[src/verilog/mdio_pkg.sv]
// MDIO master shared definitions
package mdio_pkg;

   // Wishbone register word offsets
   localparam logic [7:0] REG_DATA = 8'h10;
   localparam logic [7:0] REG_ADDR = 8'h14;
   localparam logic [7:0] REG_OP   = 8'h18;
   // Writing bit 0 starts a frame, reading returns the running flag
   localparam logic [7:0] REG_CTRL = 8'h1C;

   // Closest integer to 12.5 for a 62.5 MHz bus clock and a 2.5 MHz MDC limit
   localparam logic [7:0] MDC_HALF_PERIOD = 8'd13;

   // Frame field lengths in MDC bit slots
   localparam int PREAMBLE_BITS = 32;
   localparam int DATA_BITS     = 16;
   localparam int FIELD_BITS    = 5;
   // Driven or sampled slots per frame, the trailing idle slot excluded
   localparam int FRAME_BITS    = 64;

   // Same layout as REG_OP bits 12:0
   typedef struct packed {
      logic       clause45;
      logic [1:0] op;
      logic [4:0] prtad;
      logic [4:0] devad;
   } mdio_op_t;

   typedef enum logic [3:0] {
      PH_IDLE,
      PH_PREAMBLE,
      PH_START,
      PH_OP,
      PH_PRTAD,
      PH_DEVAD,
      PH_TA,
      PH_DATA,
      PH_PREIDLE
   } frame_phase_e;

endpackage

[src/verilog/mdio_ctrl_if.sv]
// Register to frame engine channel
`timescale 1ns/100ps

interface mdio_ctrl_if;
   import mdio_pkg::*;

   // Transaction set-up, held by software while running is high
   mdio_op_t    op;
   logic [15:0] wr_data;
   logic [15:0] c45_addr;
   logic        running;

   // Completion from the frame engine
   logic [15:0] rd_data;
   logic        done;

   modport regs (
      output op, wr_data, c45_addr, running,
      input  rd_data, done
   );

   modport frame (
      input  op, wr_data, c45_addr, running,
      output rd_data, done
   );

endinterface

[src/verilog/mdio_regs.sv]
// MDIO Wishbone register block
`timescale 1ns/100ps

module mdio_regs (
   input  logic        wb_clk_i,
   input  logic        wb_rst_i,
   input  logic [7:0]  wb_adr_i,
   input  logic [31:0] wb_dat_i,
   input  logic        wb_we_i,
   input  logic        wb_stb_i,
   input  logic        wb_cyc_i,
   output logic [31:0] wb_dat_o,
   output logic        wb_ack_o,
   mdio_ctrl_if.regs   ctrl
);
   import mdio_pkg::*;

   logic [7:0]  reg_sel;
   logic        wb_req;
   logic        ctrl_start;
   logic        ack_q;
   logic [15:0] wr_data_q;
   logic [15:0] addr_q;
   mdio_op_t    op_q;
   logic        running_q;

   // Only word-aligned offsets are decoded
   assign reg_sel    = {wb_adr_i[7:2], 2'b00};
   assign wb_req     = wb_cyc_i & wb_stb_i;
   assign ctrl_start = wb_req & wb_we_i & (reg_sel == REG_CTRL) & wb_dat_i[0];

   // Ack follows the request by one clock and drops together with the strobe
   assign wb_ack_o = ack_q & wb_stb_i;

   always_ff @(posedge wb_clk_i or posedge wb_rst_i) begin
      if (wb_rst_i) begin
         ack_q     <= 1'b0;
         wr_data_q <= 16'h0000;
         addr_q    <= 16'h0000;
         op_q      <= '0;
         running_q <= 1'b0;
      end else begin
         ack_q <= wb_req;
         // The frame engine reports completion once, and the flag drops a cycle later
         if (ctrl.done) begin
            running_q <= 1'b0;
         end
         if (wb_req && wb_we_i) begin
            case (reg_sel)
               REG_DATA: wr_data_q <= wb_dat_i[15:0];
               REG_ADDR: addr_q    <= wb_dat_i[15:0];
               REG_OP:   op_q      <= mdio_op_t'(wb_dat_i[12:0]);
               default: begin
               end
            endcase
         end
         if (ctrl_start) begin
            running_q <= 1'b1;
         end
      end
   end

   // Read data is registered with the ack, unknown offsets keep the last value
   always_ff @(posedge wb_clk_i or posedge wb_rst_i) begin
      if (wb_rst_i) begin
         wb_dat_o <= 32'h0000_0000;
      end else if (wb_req && !wb_we_i) begin
         case (reg_sel)
            REG_DATA: wb_dat_o <= {16'h0000, ctrl.rd_data};
            REG_CTRL: wb_dat_o <= {31'h0000_0000, running_q};
            default: begin
            end
         endcase
      end
   end

   assign ctrl.op       = op_q;
   assign ctrl.wr_data  = wr_data_q;
   assign ctrl.c45_addr = addr_q;
   assign ctrl.running  = running_q;

   // An ack always answers a request from the previous clock
   ack_needs_req: assert property (@(posedge wb_clk_i) disable iff (wb_rst_i)
      $rose(wb_ack_o) |-> $past(wb_req));

   // Only software starts a frame
   run_needs_start: assert property (@(posedge wb_clk_i) disable iff (wb_rst_i)
      $rose(running_q) |-> $past(ctrl_start));

endmodule

[src/verilog/mdc_gen.sv]
// MDC clock divider
`timescale 1ns/100ps

module mdc_gen #(
   parameter logic [7:0] HALF_PERIOD = mdio_pkg::MDC_HALF_PERIOD
) (
   input  logic wb_clk_i,
   input  logic wb_rst_i,
   output logic mdc_o,
   output logic mdc_fall_o
);

   logic [7:0] div_cnt;

   // Counts 1 to HALF_PERIOD, so MDC toggles every HALF_PERIOD bus clocks
   always_ff @(posedge wb_clk_i or posedge wb_rst_i) begin
      if (wb_rst_i) begin
         div_cnt    <= 8'd1;
         mdc_o      <= 1'b0;
         mdc_fall_o <= 1'b0;
      end else if (div_cnt == HALF_PERIOD) begin
         div_cnt    <= 8'd1;
         mdc_o      <= ~mdc_o;
         // Set only when the toggle takes MDC from high to low
         mdc_fall_o <= mdc_o;
      end else begin
         div_cnt    <= div_cnt + 8'd1;
         mdc_fall_o <= 1'b0;
      end
   end

   div_cnt_range: assert property (@(posedge wb_clk_i) disable iff (wb_rst_i)
      div_cnt <= HALF_PERIOD);

endmodule

[src/verilog/mdio_frame.sv]
// MDIO management frame engine
`timescale 1ns/100ps

module mdio_frame (
   input  logic       wb_clk_i,
   input  logic       wb_rst_i,
   input  logic       mdc_fall_i,
   input  logic       mdio_i,
   output logic       mdio_o,
   output logic       mdio_tri_o,
   mdio_ctrl_if.frame ctrl
);
   import mdio_pkg::*;

   frame_phase_e phase;
   frame_phase_e nxt_phase;
   logic [4:0]   cnt;
   logic [4:0]   nxt_cnt;
   logic         is_read;
   logic [1:0]   start_code;
   logic [15:0]  tx_word;
   logic         slot_bit;
   logic         slot_release;
   logic [15:0]  rd_shift;
   logic         done_q;

   // Op bit 11 alone gives the direction in both clauses
   assign is_read = ctrl.op.op[1];

   // Clause 22 starts with 01, Clause 45 with 00
   assign start_code = ctrl.op.clause45 ? 2'b00 : 2'b01;

   // A Clause 45 address frame carries ADDR in its data field
   assign tx_word = (ctrl.op.clause45 && (ctrl.op.op == 2'b00)) ? ctrl.c45_addr
                                                                : ctrl.wr_data;

   // The slot counter doubles as the bit index of the current field, MSB first
   always_comb begin
      nxt_phase = phase;
      nxt_cnt   = cnt;
      case (phase)
         PH_IDLE: begin
            if (ctrl.running) begin
               nxt_phase = PH_PREAMBLE;
               nxt_cnt   = 5'(PREAMBLE_BITS - 1);
            end
         end
         PH_PREIDLE: begin
            nxt_phase = PH_IDLE;
         end
         default: begin
            if (cnt != 5'd0) begin
               nxt_cnt = cnt - 5'd1;
            end else begin
               case (phase)
                  PH_PREAMBLE: begin
                     nxt_phase = PH_START;
                     nxt_cnt   = 5'd1;
                  end
                  PH_START: begin
                     nxt_phase = PH_OP;
                     nxt_cnt   = 5'd1;
                  end
                  PH_OP: begin
                     nxt_phase = PH_PRTAD;
                     nxt_cnt   = 5'(FIELD_BITS - 1);
                  end
                  PH_PRTAD: begin
                     nxt_phase = PH_DEVAD;
                     nxt_cnt   = 5'(FIELD_BITS - 1);
                  end
                  PH_DEVAD: begin
                     nxt_phase = PH_TA;
                     nxt_cnt   = 5'd1;
                  end
                  PH_TA: begin
                     nxt_phase = PH_DATA;
                     nxt_cnt   = 5'(DATA_BITS - 1);
                  end
                  default: begin
                     nxt_phase = PH_PREIDLE;
                     nxt_cnt   = 5'd0;
                  end
               endcase
            end
         end
      endcase
   end

   // Line value for the slot that starts at this falling edge
   always_comb begin
      slot_bit     = 1'b0;
      slot_release = 1'b0;
      case (nxt_phase)
         PH_PREAMBLE: slot_bit = 1'b1;
         PH_START:    slot_bit = start_code[nxt_cnt[0]];
         PH_OP:       slot_bit = ctrl.op.op[nxt_cnt[0]];
         PH_PRTAD:    slot_bit = ctrl.op.prtad[nxt_cnt[2:0]];
         PH_DEVAD:    slot_bit = ctrl.op.devad[nxt_cnt[2:0]];
         PH_TA: begin
            // Writes drive 10, reads leave both slots to the PHY
            slot_bit     = nxt_cnt[0] & ~is_read;
            slot_release = is_read;
         end
         PH_DATA: begin
            slot_bit     = tx_word[nxt_cnt[3:0]] & ~is_read;
            slot_release = is_read;
         end
         default: slot_release = 1'b1;
      endcase
   end

   always_ff @(posedge wb_clk_i or posedge wb_rst_i) begin
      if (wb_rst_i) begin
         phase      <= PH_IDLE;
         cnt        <= 5'd0;
         mdio_o     <= 1'b0;
         mdio_tri_o <= 1'b1;
         rd_shift   <= 16'h0000;
         done_q     <= 1'b0;
      end else begin
         done_q <= 1'b0;
         if (mdc_fall_i) begin
            phase      <= nxt_phase;
            cnt        <= nxt_cnt;
            mdio_o     <= slot_bit;
            mdio_tri_o <= slot_release;
            // The PHY changes data on rising MDC, so the falling edge ends a stable slot
            if ((phase == PH_DATA) && is_read) begin
               rd_shift <= {rd_shift[14:0], mdio_i};
            end
            if (phase == PH_PREIDLE) begin
               done_q <= 1'b1;
            end
         end
      end
   end

   assign ctrl.rd_data = rd_shift;
   assign ctrl.done    = done_q;

   // The master never drives the line while idle or while the PHY returns data
   tri_when_released: assert property (@(posedge wb_clk_i) disable iff (wb_rst_i)
      ((phase == PH_IDLE) || ((phase == PH_DATA) && is_read)) |-> mdio_tri_o);

endmodule

[src/verilog/mdio_master.sv]
// MDIO management master top level
`timescale 1ns/100ps

module mdio_master (
   input  logic        wb_clk_i,
   input  logic        wb_rst_i,
   input  logic [7:0]  wb_adr_i,
   input  logic [31:0] wb_dat_i,
   input  logic        wb_we_i,
   input  logic        wb_stb_i,
   input  logic        wb_cyc_i,
   output logic [31:0] wb_dat_o,
   output logic        wb_ack_o,
   output logic        mdc_o,
   output logic        mdio_o,
   output logic        mdio_tri_o,
   input  logic        mdio_i
);

   logic mdc_fall;

   mdio_ctrl_if u_ctrl_if ();

   mdio_regs u_regs (
      .wb_clk_i (wb_clk_i),
      .wb_rst_i (wb_rst_i),
      .wb_adr_i (wb_adr_i),
      .wb_dat_i (wb_dat_i),
      .wb_we_i  (wb_we_i),
      .wb_stb_i (wb_stb_i),
      .wb_cyc_i (wb_cyc_i),
      .wb_dat_o (wb_dat_o),
      .wb_ack_o (wb_ack_o),
      .ctrl     (u_ctrl_if)
   );

   mdc_gen u_mdc_gen (
      .wb_clk_i   (wb_clk_i),
      .wb_rst_i   (wb_rst_i),
      .mdc_o      (mdc_o),
      .mdc_fall_o (mdc_fall)
   );

   mdio_frame u_frame (
      .wb_clk_i   (wb_clk_i),
      .wb_rst_i   (wb_rst_i),
      .mdc_fall_i (mdc_fall),
      .mdio_i     (mdio_i),
      .mdio_o     (mdio_o),
      .mdio_tri_o (mdio_tri_o),
      .ctrl       (u_ctrl_if)
   );

endmodule

[config.mk]
export PLATFORM = sky130hd
export DESIGN_NAME = mdio_master
export DESIGN_NICKNAME = d
export VERILOG_FILES = /design/src/verilog/mdio_pkg.sv /design/src/verilog/mdio_ctrl_if.sv /design/src/verilog/mdio_regs.sv /design/src/verilog/mdc_gen.sv /design/src/verilog/mdio_frame.sv /design/src/verilog/mdio_master.sv
export SDC_FILE = /design/constraint.sdc
export NUM_CORES = 1
export LEC_CHECK = 0
export BUFFER_PORTS_ARGS = -buffer_cell sky130_fd_sc_hd__buf_4
export CAP_MARGIN = 0
export CORE_MARGIN = 3
export CORE_UTILIZATION = 40
export CTS_BUF_LIST = sky130_fd_sc_hd__clkbuf_8
export DETAILED_ROUTE_END_ITERATION = 6
export HOLD_SLACK_MARGIN = 0.06
export SLEW_MARGIN = 0
export SYNTH_ARGS = -nofsm -noshare
export SYNTH_HDL_FRONTEND = slang
export SYNTH_HIERARCHICAL = 1
export SYNTH_SLANG_ARGS = --single-unit
[constraint.sdc]
create_clock -name wb_clk_i -period 2.5 [get_ports wb_clk_i]
set_input_delay 0.125 -clock wb_clk_i [delete_from_list [all_inputs] [get_ports wb_clk_i]]
set_output_delay 0.125 -clock wb_clk_i [all_outputs]
set_load 0.03 [all_outputs]
==> impl_table.tex <==
\begin{tabular}{lr}
\hline
Metric & Value \\
\hline
\multicolumn{2}{l}{\textbf{Synthesis}} \\
Number of standard cells after synthesis & 441 \\
Sequential-to-total area share from yosys stat & 47.9\% \\
Post-Synthesis Cell Area & 5290 sq um \\
Number of different library cells in the post-synthesis netlist & 69 \\
Most used flip-flop cell after synthesis & sky130\_fd\_sc\_hd\_\_dfrtp\_1 \\
Ys Warns & 6 \\
FF+latch count, synth & 101 \\
Number of enable-type register cells in the synthesized netlist & 0 \\
Average size of a mapped cell & 12.0 sq um \\
Share of flip-flops with an asynchronous set or reset & 100\% \\
\multicolumn{2}{l}{\textbf{Power and ir drop}} \\
Portion of total power attributed to the clock network & 30.6\% \\
Cell Int Power & 0.00226 W \\
Power per cell area & 484 nW/um\^{}2 \\
Sw Share & 26.8\% \\
Static leakage power & 2.94 nW \\
Net switching power figure & 0.000828 W \\
Share of total power in sequential cells & 56.5\% \\
Relative contribution of combinational cells to total power & 13.0\% \\
Maximum resistive drop on vdd & 0.429 mV \\
\multicolumn{2}{l}{\textbf{Setup path}} \\
Data required time of the worst path & 2750 ps \\
Startpoint of the most critical register-to-register path & u\_frame/cnt[1] \\
Element type at the critical path start & flop \\
Critical path arrival & 2860 ps \\
Worst R2R Path Depth & 9 \\
Minimum setup slack among reg-to-reg paths & -110 ps \\
Reg2Reg Capture Point & u\_frame/mdio\_o \\
Critical Path Fanout Max & 8 \\
Critical Path End Type & flop \\
Class of the most critical setup path & flop to flop \\
\multicolumn{2}{l}{\textbf{Placed design}} \\
Worst slack after detailed placement & -192 ps \\
\# port buffers & 47 \\
Placed Instances & 672 \\
Post-detail-place hpwl & 7900 microns \\
GPL Wtd Cong & 0.876 \\
\multicolumn{2}{l}{\textbf{Cells and area}} \\
Diodes inserted & 0 \\
Fin nets & 584 \\
Proportion of layout cells with a drive suffix above 1 & 38.8\% \\
Final core utilization & 49.8\% \\
Final std cells w/o fill & 710 \\
Area growth, synth to finish & 20.5\% \\
\multicolumn{2}{l}{\textbf{Die}} \\
Number of cell rows & 41 \\
Placeable core area & 12800 sq um \\
Boundary pin count & 82 \\
Total Die Area & 14600 sq um \\
Effective utilization at floorplan & 41.4\% \\
Die width & 121 microns \\
Die H & 121 microns \\
\multicolumn{2}{l}{\textbf{Outcome}} \\
Violations in the final reports & negative setup slack \\
Outcome & finished with violations \\
\multicolumn{2}{l}{\textbf{Timing}} \\
Final hold violations & 0 \\
Worst-case setup margin in the final layout & -112 ps \\
Relative slew slack & 47.3\% \\
Total count of max-transition violations in the final report & 0 \\
Transition time at the pin with the least slew margin & 789 ps \\
Period utilisation layout & 104\% \\
Final setup fails & 1 \\
Total negative slack & -112 ps \\
Minimum period implied by the final worst setup slack & 2610 ps \\
Setup skew after layout & 7.19 ps \\
Setup repair after global routing missed its margin & true \\
FMAX & 0.383 GHz \\
\multicolumn{2}{l}{\textbf{Global routing}} \\
Vias in the first global route & 3679 \\
GR Util All Layers & 16.1\% \\
Number of antenna violations at the first check in global routing & 0 \\
Maximum number of pins on one net before global-route repair & 38 \\
Wire length of the first global-routing pass & 18500 microns \\
Global route total overflow & 0 \\
\multicolumn{2}{l}{\textbf{Hold path}} \\
Worst hold path startpoint & wb\_we\_i \\
Sink of the worst hold path & u\_regs/ctrl.running \\
Type of the most critical hold path & input pin to flop \\
Worst hold path depth & 3 \\
\multicolumn{2}{l}{\textbf{Run}} \\
Number of maximum-capacitance constraint violations & 0 \\
\multicolumn{2}{l}{\textbf{Routing}} \\
First-iteration detailed-routing DRC count & 131 \\
Final ANT Viol Nets & 0 \\
Detail-routed net length per standard cell & 15.4 microns \\
Total vias in the final route & 3569 \\
DR pass1 iterations & 4 \\
Vias per inst & 5.03 \\
Post-detailed-routing wire length & 10900 microns \\
Number of remaining DRC errors & 0 \\
\multicolumn{2}{l}{\textbf{CTS}} \\
Clock tree from TritonCTS & done \\
Count of clock tree sinks & 101 \\
Max Buffers Root-to-Sink & 2 \\
CTS Buf Count & 9 \\
Buffer type at the clock tree root & sky130\_fd\_sc\_hd\_\_clkbuf\_8 \\
CTS clk-pin slew, worst paths & 90 ps \\
Clock H-tree levels & 3 \\
Worst-skew pair later-pin latency & 380 ps \\
\hline
\end{tabular}
power groups by stage:
stage	Sequential, W	Combinational, W	Clock [W]
floorplan	0.00184	0.000180	0
global placement	0.00177	0.000375	0
detailed placement	0.00178	0.000381	0
CTS	0.00174	0.000407	0.000996
global route	0.00175	0.000437	0.00106
finish	0.00174	0.000400	0.000942
metrics by stage:
| stage | total power [W] | instance area (sq um) | hold WS, ps |
|---|---|---|---|
| after CTS | 0.00315 | 6340 | 66.1 |
| final | 0.00308 | 6370 | 81.6 |
| after detailed placement | 0.00216 | 5940 | 154 |
| after floorplan | 0.00202 | 5340 | -35.5 |
| after global routing | 0.00325 | 6370 | 66.5 |
| after global placement | 0.00215 | 5940 | 139 |
state kept, by name (all words and copies together), names as in the netlist, 4 cells and up:
register / cells
u_frame/ctrl.rd_data: 16
u_regs/ctrl.c45_addr: 16
u_regs/ctrl.wr_data: 16
u_regs/wb_dat_o: 16
u_regs/ctrl.op: 13
u_mdc_gen/div_cnt: 8
u_frame/cnt: 5
u_frame/phase: 4
critical path, cell delays in order, from the launching register on:
cell and delay (ps):
sky130_fd_sc_hd__dfrtp_1 400, sky130_fd_sc_hd__inv_2 80, sky130_fd_sc_hd__ha_4 120, sky130_fd_sc_hd__or4b_4 490, sky130_fd_sc_hd__nor3_4 290, sky130_fd_sc_hd__o21ai_4 150, sky130_fd_sc_hd__mux2i_1 150, sky130_fd_sc_hd__mux4_2 490
sky130_fd_sc_hd__o31ai_2 200, sky130_fd_sc_hd__o2111ai_1 120
how the worst max path moves through the flow:
stage | start | end | slack (ps) | depth (start not counted)
3_3_place_gp | u_frame/cnt[0] | u_frame/mdio_o | -90 | 9
4_1_cts | u_frame/cnt[1] | u_frame/mdio_o | -130 | 9
3_5_place_dp | u_frame/cnt[1] | u_frame/mdio_o | -190 | 9
2_1_floorplan | u_frame/cnt[0] | u_frame/mdio_o | -190 | 11
5_1_grt | u_frame/cnt[1] | u_frame/mdio_o | -230 | 9
6_report | u_frame/cnt[1] | u_frame/mdio_o | -110 | 9
cells in the mapped netlist, types with 2 or more instances:
library cell	instances	area (sq um)
sky130_fd_sc_hd__nand4_1	5	31.3
sky130_fd_sc_hd__o31ai_1	3	22.5
sky130_fd_sc_hd__xor2_1	5	43.8
sky130_fd_sc_hd__buf_4	19	143
sky130_fd_sc_hd__nand2b_1	3	18.8
sky130_fd_sc_hd__dfstp_2	2	52.6
sky130_fd_sc_hd__xnor2_1	5	43.8
sky130_fd_sc_hd__ha_1	4	50.1
sky130_fd_sc_hd__o21ai_0	23	115
sky130_fd_sc_hd__mux2_2	67	754
sky130_fd_sc_hd__nor2_1	22	82.6
sky130_fd_sc_hd__nor4b_1	2	17.5
sky130_fd_sc_hd__and2b_2	2	17.5
sky130_fd_sc_hd__nor4_4	2	42.5
sky130_fd_sc_hd__a21oi_1	8	40.0
sky130_fd_sc_hd__a22o_1	2	17.5
sky130_fd_sc_hd__o21ai_2	2	17.5
sky130_fd_sc_hd__dfrtp_1	99	2480
sky130_fd_sc_hd__or4b_4	2	27.5
sky130_fd_sc_hd__nor3b_1	2	15.0
sky130_fd_sc_hd__nor3_1	10	50.1
sky130_fd_sc_hd__o221ai_1	2	17.5
sky130_fd_sc_hd__or3_4	2	22.5
sky130_fd_sc_hd__o211ai_1	2	15.0
sky130_fd_sc_hd__clkbuf_8	4	55.1
sky130_fd_sc_hd__nand2_1	15	56.3
sky130_fd_sc_hd__inv_1	23	86.3
sky130_fd_sc_hd__nand3_1	7	35.0
sky130_fd_sc_hd__buf_6	7	78.8
sky130_fd_sc_hd__and2_1	3	18.8
sky130_fd_sc_hd__mux2i_1	40	400
sky130_fd_sc_hd__clkbuf_1	10	37.5
layout make-up:
class / count / area, sq um
fillers: 1201 / 6410
multi-input cells: 289 / 2440
repair buffers: 110 / 926
well taps: 172 / 215
clock buffers: 10 / 138
flip-flops and latches: 101 / 2530
clock inverters: 5 / 35.0
inverters: 23 / 86.3
what timing repair did:
action | 4_1_cts | 5_1_grt
endpoints found under the hold margin | 119 | 0
pin swaps | 1 | 0
setup endpoints to repair | 1 | 1
resized for setup | 3 | 4
buffers inserted | 3 | 0
hold buffers | 20 | 0
cells by family after synthesis:
| family | after synthesis | share of synthesized area [%] |
|---|---|---|
| multiplexers | 109 | 22.5 |
| flip-flops | 101 | 47.9 |
| AND/OR/NAND/NOR | 91 | 11.1 |
| buffers and inverters | 66 | 7.98 |
| AO/OA/AOI/OAI | 58 | 7.58 |
| XOR/XNOR | 11 | 1.96 |
| adder cells (fa/ha/maj) | 4 | 0.947 |
| other | 1 | 0.0710 |
layer usage:
layer	routed length (microns)	part of all wire (%)	global-route usage, %
met4	160	1.5	6.16
met5	0	0	0
met1	5020	46	20.6
met2	5420	50	27.0
met3	312	2.9	3.03
layout by cell type (no fill, tap or decap), types with 10 or more instances in the layout:
master | Yosys | routed
sky130_fd_sc_hd__inv_1 | 23 | 20
sky130_fd_sc_hd__dlygate4sd3_1 | 0 | 20
sky130_fd_sc_hd__o21ai_0 | 23 | 23
sky130_fd_sc_hd__clkbuf_8 | 4 | 10
sky130_fd_sc_hd__dfrtp_1 | 99 | 99
sky130_fd_sc_hd__mux2_2 | 67 | 67
sky130_fd_sc_hd__mux2i_1 | 40 | 40
sky130_fd_sc_hd__buf_4 | 19 | 86
sky130_fd_sc_hd__conb_1 | 1 | 16
sky130_fd_sc_hd__nand2_1 | 15 | 15
sky130_fd_sc_hd__nor2_1 | 22 | 22
(Power assumes the default switching activity.)
